### config.mk
export PLATFORM = sky130hd
export DESIGN_NAME = rv_core
export DESIGN_NICKNAME = d
export VERILOG_FILES = /design/src/source/core_pkg.sv /design/src/source/fetch_stage.sv /design/src/source/register_file.sv /design/src/source/decode_stage.sv /design/src/source/execute_stage.sv /design/src/source/rv_core.sv
export SDC_FILE = /design/constraint.sdc
export NUM_CORES = 2
export LEC_CHECK = 0
export BUFFER_PORTS_ARGS = -buffer_cell sky130_fd_sc_hd__buf_2
export CAP_MARGIN = 30
export CELL_PAD_IN_SITES_DETAIL_PLACEMENT = 0
export CELL_PAD_IN_SITES_GLOBAL_PLACEMENT = 1
export CORE_AREA = 8 8 374 376
export CTS_CLUSTER_DIAMETER = 80
export DETAILED_ROUTE_END_ITERATION = 16
export DIE_AREA = 0 0 382 384
export PLACE_DENSITY_LB_ADDON = 0.08
export SYNTH_ARGS = -nofsm -noshare
export SYNTH_HDL_FRONTEND = slang
export SYNTH_SLANG_ARGS = --single-unit
### constraint.sdc
create_clock -name clock -period 4.3 [get_ports clock]
set_input_delay 0.645 -clock clock [delete_from_list [all_inputs] [get_ports clock]]
set_output_delay 0.645 -clock clock [all_outputs]
set_load 0.01 [all_outputs]
### src/source/core_pkg.sv
/* rv32i pipeline definitions */
package core_pkg;

    // data and address widths
    localparam int xlen = 32;
    localparam int instr_addr_width = 12;
    localparam int reg_addr_width = 5;
    localparam logic [xlen-1:0] reset_pc = '0;

    // major opcodes of the supported subset
    localparam logic [6:0] opcode_op = 7'b0110011;
    localparam logic [6:0] opcode_op_imm = 7'b0010011;
    localparam logic [6:0] opcode_lui = 7'b0110111;
    localparam logic [6:0] opcode_branch = 7'b1100011;
    localparam logic [6:0] opcode_jal = 7'b1101111;

    // function fields
    localparam logic [2:0] funct3_add = 3'b000;
    localparam logic [2:0] funct3_slt = 3'b010;
    localparam logic [2:0] funct3_sltu = 3'b011;
    localparam logic [2:0] funct3_xor = 3'b100;
    localparam logic [2:0] funct3_or = 3'b110;
    localparam logic [2:0] funct3_and = 3'b111;
    localparam logic [2:0] funct3_beq = 3'b000;
    localparam logic [2:0] funct3_bne = 3'b001;
    localparam logic [6:0] funct7_base = 7'b0000000;
    localparam logic [6:0] funct7_alt = 7'b0100000;

    typedef enum logic [3:0] {
        op_add, op_sub, op_and, op_or, op_xor, op_slt, op_sltu,
        op_addi, op_lui, op_beq, op_bne, op_jal, op_invalid
    } op_t;

    // instruction formats, msb first
    typedef struct packed {
        logic [6:0] funct7;
        logic [reg_addr_width-1:0] rs2;
        logic [reg_addr_width-1:0] rs1;
        logic [2:0] funct3;
        logic [reg_addr_width-1:0] rd;
        logic [6:0] opcode;
    } r_form_t;

    typedef struct packed {
        logic [11:0] imm;
        logic [reg_addr_width-1:0] rs1;
        logic [2:0] funct3;
        logic [reg_addr_width-1:0] rd;
        logic [6:0] opcode;
    } i_form_t;

    typedef struct packed {
        logic imm12;
        logic [5:0] imm10_5;
        logic [reg_addr_width-1:0] rs2;
        logic [reg_addr_width-1:0] rs1;
        logic [2:0] funct3;
        logic [3:0] imm4_1;
        logic imm11;
        logic [6:0] opcode;
    } b_form_t;

    // upper 20 bits in this order also form the u immediate
    typedef struct packed {
        logic imm20;
        logic [9:0] imm10_1;
        logic imm11;
        logic [7:0] imm19_12;
        logic [reg_addr_width-1:0] rd;
        logic [6:0] opcode;
    } j_form_t;

    typedef union packed {
        r_form_t r_form;
        i_form_t i_form;
        b_form_t b_form;
        j_form_t j_form;
    } instr_word_t;

    // fetch to decode
    typedef struct packed {
        logic valid;
        logic [xlen-1:0] pc;
        instr_word_t word;
    } fetch_t;

    // decode to execute
    typedef struct packed {
        logic valid;
        logic [xlen-1:0] pc;
        op_t op;
        logic [reg_addr_width-1:0] rd;
        logic write_enable;
        logic [xlen-1:0] rs1_value;
        logic [xlen-1:0] rs2_value;
        logic [xlen-1:0] immediate;
    } decoded_t;

    // execute to write back, also the retire report
    typedef struct packed {
        logic valid;
        logic [xlen-1:0] pc;
        logic [reg_addr_width-1:0] rd;
        logic write_enable;
        logic [xlen-1:0] value;
    } result_t;

    typedef struct packed {
        logic taken;
        logic [xlen-1:0] target;
    } redirect_t;

endpackage

### src/source/fetch_stage.sv
/* instruction fetch */
`timescale 1ns/1ps

module fetch_stage import core_pkg::*; (
    input  logic clock,
    input  logic reset,
    input  redirect_t redirect,
    input  logic [xlen-1:0] instr_read_data,
    output logic [instr_addr_width-1:0] instr_address,
    output logic instr_read_enable,
    output fetch_t fetch
);

    // byte address presented to memory this cycle
    logic [xlen-1:0] pc;
    // address presented last cycle, its word arrives now
    logic [xlen-1:0] issued_pc;
    logic issued_valid;

    // memory is word addressed
    assign instr_address = pc[instr_addr_width+1:2];
    // one read every cycle, nothing ever stalls
    assign instr_read_enable = 1'b1;

    always_ff @(posedge clock) begin
        if (reset) begin
            pc <= reset_pc;
            issued_valid <= 1'b0;
        end else begin
            // taken branch in execute overrides the sequential step
            pc <= redirect.taken ? redirect.target : pc + xlen'(4);
            // the read in flight on a redirect is on the wrong path
            issued_valid <= !redirect.taken;
        end
    end

    always_ff @(posedge clock) begin
        issued_pc <= pc;
        // pair the returned word with the address it was read from
        fetch.pc <= issued_pc;
        fetch.word <= instr_read_data;
        if (reset || redirect.taken) begin
            fetch.valid <= 1'b0;
        end else begin
            fetch.valid <= issued_valid;
        end
    end

    // misaligned redirect targets would show up here
    assert property (@(posedge clock) disable iff (reset) pc[1:0] == 2'b00)
        else $error("fetch pc not word aligned: %h", pc);

endmodule

### src/source/register_file.sv
/* integer register file */
`timescale 1ns/1ps

module register_file import core_pkg::*; (
    input  logic clock,
    input  logic [reg_addr_width-1:0] read_index_1,
    input  logic [reg_addr_width-1:0] read_index_2,
    output logic [xlen-1:0] read_value_1,
    output logic [xlen-1:0] read_value_2,
    input  result_t write
);

    logic [xlen-1:0] registers [2**reg_addr_width];

    // x0 reads as zero whatever the array holds
    assign read_value_1 = (read_index_1 == '0) ? '0 : registers[read_index_1];
    assign read_value_2 = (read_index_2 == '0) ? '0 : registers[read_index_2];

    // write back at the end of the retire cycle
    always_ff @(posedge clock) begin
        if (write.valid && write.write_enable && write.rd != '0) begin
            registers[write.rd] <= write.value;
        end
    end

    // a write shows on a read of the same index one cycle later
    assert property (@(posedge clock)
        $past(write.valid && write.write_enable && write.rd != '0) &&
        read_index_1 == $past(write.rd) |-> read_value_1 == $past(write.value))
        else $error("register write not visible on the next read");

endmodule

### src/source/decode_stage.sv
/* instruction decode and operand read */
`timescale 1ns/1ps

module decode_stage import core_pkg::*; (
    input  logic clock,
    input  logic reset,
    input  fetch_t fetch,
    input  redirect_t redirect,
    input  result_t ex_forward,
    input  result_t wb_forward,
    output decoded_t decoded
);

    logic [xlen-1:0] file_rs1;
    logic [xlen-1:0] file_rs2;
    decoded_t decode_next;

    // rs1 and rs2 sit at the same bits in every format that uses them
    register_file register_file_i (
        .clock        (clock),
        .read_index_1 (fetch.word.r_form.rs1),
        .read_index_2 (fetch.word.r_form.rs2),
        .read_value_1 (file_rs1),
        .read_value_2 (file_rs2),
        .write        (wb_forward)
    );

    // newest producer wins: execute, then write back, then the file
    function automatic logic [xlen-1:0] forward_operand(
        input logic [reg_addr_width-1:0] index,
        input logic [xlen-1:0] file_value,
        input result_t ex_item,
        input result_t wb_item
    );
        if (index == '0) begin
            return '0;
        end
        if (ex_item.valid && ex_item.write_enable && ex_item.rd == index) begin
            return ex_item.value;
        end
        if (wb_item.valid && wb_item.write_enable && wb_item.rd == index) begin
            return wb_item.value;
        end
        return file_value;
    endfunction

    always_comb begin
        decode_next.valid = fetch.valid;
        decode_next.pc = fetch.pc;
        decode_next.rd = fetch.word.r_form.rd;
        decode_next.rs1_value = forward_operand(fetch.word.r_form.rs1, file_rs1,
                                                ex_forward, wb_forward);
        decode_next.rs2_value = forward_operand(fetch.word.r_form.rs2, file_rs2,
                                                ex_forward, wb_forward);
        // i form immediate unless the format says otherwise
        decode_next.immediate = xlen'($signed(fetch.word.i_form.imm));
        decode_next.op = op_invalid;

        case (fetch.word.r_form.opcode)
            opcode_op: begin
                if (fetch.word.r_form.funct7 == funct7_base) begin
                    case (fetch.word.r_form.funct3)
                        funct3_add: decode_next.op = op_add;
                        funct3_slt: decode_next.op = op_slt;
                        funct3_sltu: decode_next.op = op_sltu;
                        funct3_xor: decode_next.op = op_xor;
                        funct3_or: decode_next.op = op_or;
                        funct3_and: decode_next.op = op_and;
                        default: decode_next.op = op_invalid;
                    endcase
                end else if (fetch.word.r_form.funct7 == funct7_alt &&
                             fetch.word.r_form.funct3 == funct3_add) begin
                    decode_next.op = op_sub;
                end
            end
            opcode_op_imm: begin
                // only addi from the immediate group
                if (fetch.word.i_form.funct3 == funct3_add) begin
                    decode_next.op = op_addi;
                end
            end
            opcode_lui: begin
                decode_next.op = op_lui;
                decode_next.immediate = {fetch.word.j_form[31:12], 12'b0};
            end
            opcode_branch: begin
                if (fetch.word.b_form.funct3 == funct3_beq) begin
                    decode_next.op = op_beq;
                end else if (fetch.word.b_form.funct3 == funct3_bne) begin
                    decode_next.op = op_bne;
                end
                decode_next.immediate = xlen'($signed({
                    fetch.word.b_form.imm12, fetch.word.b_form.imm11,
                    fetch.word.b_form.imm10_5, fetch.word.b_form.imm4_1, 1'b0}));
            end
            opcode_jal: begin
                decode_next.op = op_jal;
                decode_next.immediate = xlen'($signed({
                    fetch.word.j_form.imm20, fetch.word.j_form.imm19_12,
                    fetch.word.j_form.imm11, fetch.word.j_form.imm10_1, 1'b0}));
            end
            default: decode_next.op = op_invalid;
        endcase

        // branches and unknown words write nothing
        decode_next.write_enable = !(decode_next.op inside {op_beq, op_bne, op_invalid});
    end

    always_ff @(posedge clock) begin
        decoded <= decode_next;
        // the item behind a taken branch is squashed here
        if (reset || redirect.taken) begin
            decoded.valid <= 1'b0;
        end
    end

endmodule

### src/source/execute_stage.sv
/* execute, branch resolve and result register */
`timescale 1ns/1ps

module execute_stage import core_pkg::*; (
    input  logic clock,
    input  logic reset,
    input  decoded_t decoded,
    output redirect_t redirect,
    output result_t ex_forward,
    output result_t result
);

    logic [xlen-1:0] operand_b;
    logic [xlen-1:0] alu_value;
    logic operands_equal;

    // addi takes its second operand from the immediate
    assign operand_b = (decoded.op == op_addi) ? decoded.immediate : decoded.rs2_value;
    assign operands_equal = decoded.rs1_value == decoded.rs2_value;

    always_comb begin
        case (decoded.op)
            op_add, op_addi: alu_value = decoded.rs1_value + operand_b;
            op_sub: alu_value = decoded.rs1_value - operand_b;
            op_and: alu_value = decoded.rs1_value & operand_b;
            op_or: alu_value = decoded.rs1_value | operand_b;
            op_xor: alu_value = decoded.rs1_value ^ operand_b;
            op_slt: alu_value = xlen'($signed(decoded.rs1_value) < $signed(operand_b));
            op_sltu: alu_value = xlen'(decoded.rs1_value < operand_b);
            op_lui: alu_value = decoded.immediate;
            // link address
            op_jal: alu_value = decoded.pc + xlen'(4);
            // branches report zero
            default: alu_value = '0;
        endcase
    end

    // jal is always taken, compare branches only on their condition
    always_comb begin
        redirect.taken = decoded.valid && (decoded.op == op_jal ||
                         (decoded.op == op_beq && operands_equal) ||
                         (decoded.op == op_bne && !operands_equal));
        redirect.target = decoded.pc + decoded.immediate;
    end

    // same item feeds decode forwarding this cycle
    always_comb begin
        ex_forward.valid = decoded.valid && decoded.op != op_invalid;
        ex_forward.pc = decoded.pc;
        ex_forward.rd = decoded.rd;
        ex_forward.write_enable = decoded.write_enable;
        ex_forward.value = alu_value;
    end

    always_ff @(posedge clock) begin
        result <= ex_forward;
        if (reset) begin
            result.valid <= 1'b0;
        end
    end

    // decode drops the item behind a taken branch
    assert property (@(posedge clock) disable iff (reset)
        redirect.taken |=> !decoded.valid)
        else $error("item behind a taken branch not squashed");

endmodule

### src/source/rv_core.sv
/* four stage rv32i core */
`timescale 1ns/1ps

module rv_core import core_pkg::*; (
    input  logic clock,
    input  logic reset,

    // instruction memory, one cycle read latency
    output logic [instr_addr_width-1:0] instr_address,
    output logic instr_read_enable,
    input  logic [xlen-1:0] instr_read_data,

    // one report per completed instruction
    output result_t retire
);

    fetch_t fetch;
    decoded_t decoded;
    result_t ex_forward;
    result_t result;
    redirect_t redirect;

    fetch_stage fetch_stage_i (
        .clock             (clock),
        .reset             (reset),
        .redirect          (redirect),
        .instr_read_data   (instr_read_data),
        .instr_address     (instr_address),
        .instr_read_enable (instr_read_enable),
        .fetch             (fetch)
    );

    // write back happens inside decode through its register file
    decode_stage decode_stage_i (
        .clock      (clock),
        .reset      (reset),
        .fetch      (fetch),
        .redirect   (redirect),
        .ex_forward (ex_forward),
        .wb_forward (result),
        .decoded    (decoded)
    );

    execute_stage execute_stage_i (
        .clock      (clock),
        .reset      (reset),
        .decoded    (decoded),
        .redirect   (redirect),
        .ex_forward (ex_forward),
        .result     (result)
    );

    // the write back item is what retires
    assign retire = result;

endmodule

==> reports/metrics.yaml <==
power:
  ir_drop_mv: 0.397
  pwr-share-clk_pct: 38.9
  total_power_mw: 32.4
  pwr-share-seq_pct: 47.0
  p_sw_share_pct: 26.1
  intPower_mw: 23.9
  p_switching_mw: 8.45
  p_per_area_nw_per_um2: 430
  combPwrFrac_pct: 14.1
  p_leak_nw: 25.9
floorplanning:
  io_pins: 118
  die_w_um: 382
  die_h_um: 384
  coreArea_um2: 134000
  dieArea_um2: 147000
  rows: 135
  start_util_pct: 48.6
setup_path:
  crit_path_end_kind: "register"
  crit_family: "compound AO/OA/AOI/OAI gates"
  worstSetupPathType: "reg2reg"
  reg2regPathDepth: 17
  crit_arrival_ns: 4.81
  cp_data_required_time_ns: 4.92
  crit_slowest_cell: "or4_1"
  path_depth: 17
  crit_chain: "nor2b_1 > nand3_1 > buf_12 > mux2_2 > inv_1 > ha_2 > or4_1 > or3_1 > o21ai_2 > buf_4 > a211oi_4 > o21ai_2 > a21bo_2 > o221ai_1 > a221oi_2 > buf_4 > o22ai_1"
  cp_num_buf_inv: 4
  r2r_setup_slack_ns: 0.10
  reg2reg_to: "decode_stage_i.decoded[88]"
  cpPeakStageDelay_ns: 0.57
  startpoint: "decode_stage_i.decoded[104]"
  r2r_start: "decode_stage_i.decoded[104]"
  crit_fanout: 14
  startpoint_type: "register"
grt:
  antenna_found_initial: 7
  grt_use_total_pct: 28.9
  grt_pass1_vias: 41300
  grt_max_degree: 65
  grt_pass1_wl_um: 305000
  grt-ovfl-total: 0
place:
  dpl.hpwl_um: 142000
  numPortBuffers: 116
  gp_congestion: 0.974
  placed_cells: 6049
cells_and_area:
  final-seq-area_um2: 37600
  layout.nets: 4616
  drive_above_1_share_pct: 29.9
  final_cell_mix: "edfxtp_1 (1024), mux4_2 (638), dfxtp_1 (330), buf_4 (216), nor2_1 (194)"
  multiInputGateArea_um2: 26500
  fillCellCount: 10700
  stdcell_count: 6353
  final_common_cell: "edfxtp_1"
  area_growth_pct: 15.3
sta:
  worst_pin_slew_ns: 1.04
  hold_viol_final: 0
  fin_worst_skew_ns: 0.0223
  maxSlewHeadroom_pct: 29.9
  rsz0062_at_grt: "yes"
  slew_viol_final: 0
  fin_crit_sh_pct: 97.6
  fmax_mhz: 238
  finalCriticalPeriod_ns: 4.20
  setup_viol_count_final: 0
routing:
  drc: 0
  avgViaCountPerCell: 6.46
  first_iter_violations: 4744
  final_antenna_net_count: 0
  dr.pass1.iters: 5
  vias: 41100
  wl_per_cell_um: 33.6
  wl_um: 214000
clock_tree:
  clkLatencyLatePin_ns: 0.78
  cts_tree: "done"
  cts_sinks: 1364
  root_buffer: "clkbuf_16"
  cts_max_level: 4
  clk_pin_slew_ns: 0.06
  cts-buffers-inserted: 147
  clockBufferDepth: 3
yosys:
  synth_edf_count: 1024
  yosys-top-cells-area: "edfxtp_1 (47%), mux4_2 (22%), dfxtp_1 (10%)"
  synth_seq_cells: 1364
  yosysTopAreaCellShare_pct: 47.1
  syn-cell-area_um2: 65200
  syn_area_per_cell_um2: 15.8
  ys_dominant_reg_cell: "edfxtp_1"
  synth_cell_types: 86
  synth_seq_area_share_pct: 57.6
  yosysWarnings: 0
  yosysTopAreaCell: "edfxtp_1"
  synthArstFlopShare_pct: 0
  synth_cells: 4130
worst_hold_path:
  hold_class: "in2reg"
  min_from: "instr_read_data[23]"
  hold_end: "fetch_stage_i.fetch[23]"
  min_path_cells: 1
run:
  drv_cap: 0
outcome:
  status: "finished, final reports clean"
-- layer usage --
metal	vias to the layer above	part of all wire (%)	wire length, um	track usage (%)
met4	0	3.8	8040	9.81
met1	21500	41	87200	39.9
met5	-	0	0	0
li1	17300	-	-	-
met2	1876	47	101000	46.7
met3	370	8.0	17000	4.92
-- stage by stage --
step / setup slack, ns / utilization (%) / instance area, um2 / setup TNS [ns] / hold slack, ns
finish: 0.103 / 56.0 / 75200 / 0 / 0.0823
CTS: 0.0163 / 56.0 / 75200 / 0 / 0.0159
detailed placement: 0.0631 / 52.2 / 70000 / 0 / 0.312
global route: -0.00953 / 56.0 / 75200 / -0.0160 / 0.0337
global placement: 0.0687 / 52.1 / 69900 / 0 / 0.310
floorplan: 0.116 / - / 65300 / 0 / 0.310
-- worst max path at each step --
stage | end | slack, ns
floorplan | decode_stage_i.decoded[92] | 0.12
global placement | decode_stage_i.decoded[88] | 0.07
CTS | decode_stage_i.decoded[93] | 0.02
global route | decode_stage_i.decoded[93] | -0.01
finish | decode_stage_i.decoded[88] | 0.10
detailed placement | decode_stage_i.decoded[93] | 0.06
-- kinds of logic after synthesis --
group,synth area share [%]
adder cells (fa/ha/maj),2.59
AO/OA/AOI/OAI,6.73
XOR/XNOR,1.83
other,0.0115
multiplexers,23.7
flip-flops,57.6
buffers and inverters,2.54
AND/OR/NAND/NOR,5.07
-- flip-flops by register name (all words and copies together), names as in the netlist --
signal                                    count
fetch_stage_i.pc                             32
fetch_stage_i.fetch                          65
execute_stage_i.result                       71
decode_stage_i.register_file_i.registers   1024
fetch_stage_i.issued_pc                      32
decode_stage_i.decoded                      139
fetch_stage_i.issued_valid                    1
-- power groups by stage --
stage / Combinational [mW] / Sequential (mW) / Clock [mW]
after global placement: 4.36 / 15.5 / 0
after CTS: 4.50 / 15.2 / 12.8
after floorplan: 2.45 / 15.5 / 0
final: 4.56 / 15.2 / 12.6
after global routing: 4.87 / 15.2 / 13.3
after detailed placement: 4.47 / 15.5 / 0
-- what timing repair did --
item                       4_1_cts  5_1_grt
buffers inserted                 0        0
setup endpoints to repair        0       18
hold buffers                    31        0
resized for setup                0       13
hold endpoints to repair        31        0
-- cell usage after synthesis (7+ instances only) --
master and count:
clkbuf_1 163, and3_1 25, edfxtp_1 1024, dfxtp_1 340
o22ai_1 26, o21bai_1 11, buf_1 46, mux2i_1 71
mux4_2 638, or2_2 9, o21a_1 10, o21ai_1 8
o31ai_1 8, buf_4 14, inv_1 125, xor2_1 41
and2_1 20, o221ai_1 17, a221oi_1 20, a2111oi_0 7
nand4_1 35, a221o_1 13, nand2b_1 19, nor3_1 36
o21ai_0 107, o211ai_1 52, ha_1 130, nor4_1 10
xnor2_1 95, a31oi_1 20, a21oi_1 159, or3_1 17
buf_2 57, mux2_2 32, nand2_1 176, a21o_1 49
nor2b_1 31, a211oi_1 58, nand3_1 54, a22oi_1 21
nor3b_1 8, nor2_1 226
-- cell type report --
type	count	share of cell area (%)
clock inverter	76	0.911
tap	1781	2.96
timing repair buffer	420	4.84
multi-input combinational	2391	35.2
sequential	1364	50.0
clock buffer	195	5.49
inverter	125	0.624
antenna	1	0.00333
-- worst reg2reg max path, cell delays in order (launching register included) --
cell and delay (ns):
dfxtp_1 0.33, nor2b_1 0.17, nand3_1 0.14, buf_12 0.18
mux2_2 0.30, inv_1 0.08, ha_2 0.31, or4_1 0.57
or3_1 0.34, o21ai_2 0.24, buf_4 0.18, a211oi_4 0.07
o21ai_2 0.23, a21bo_2 0.19, o221ai_1 0.14, a221oi_2 0.33
buf_4 0.17, o22ai_1 0.08
Power figures use the tool's default switching activity.
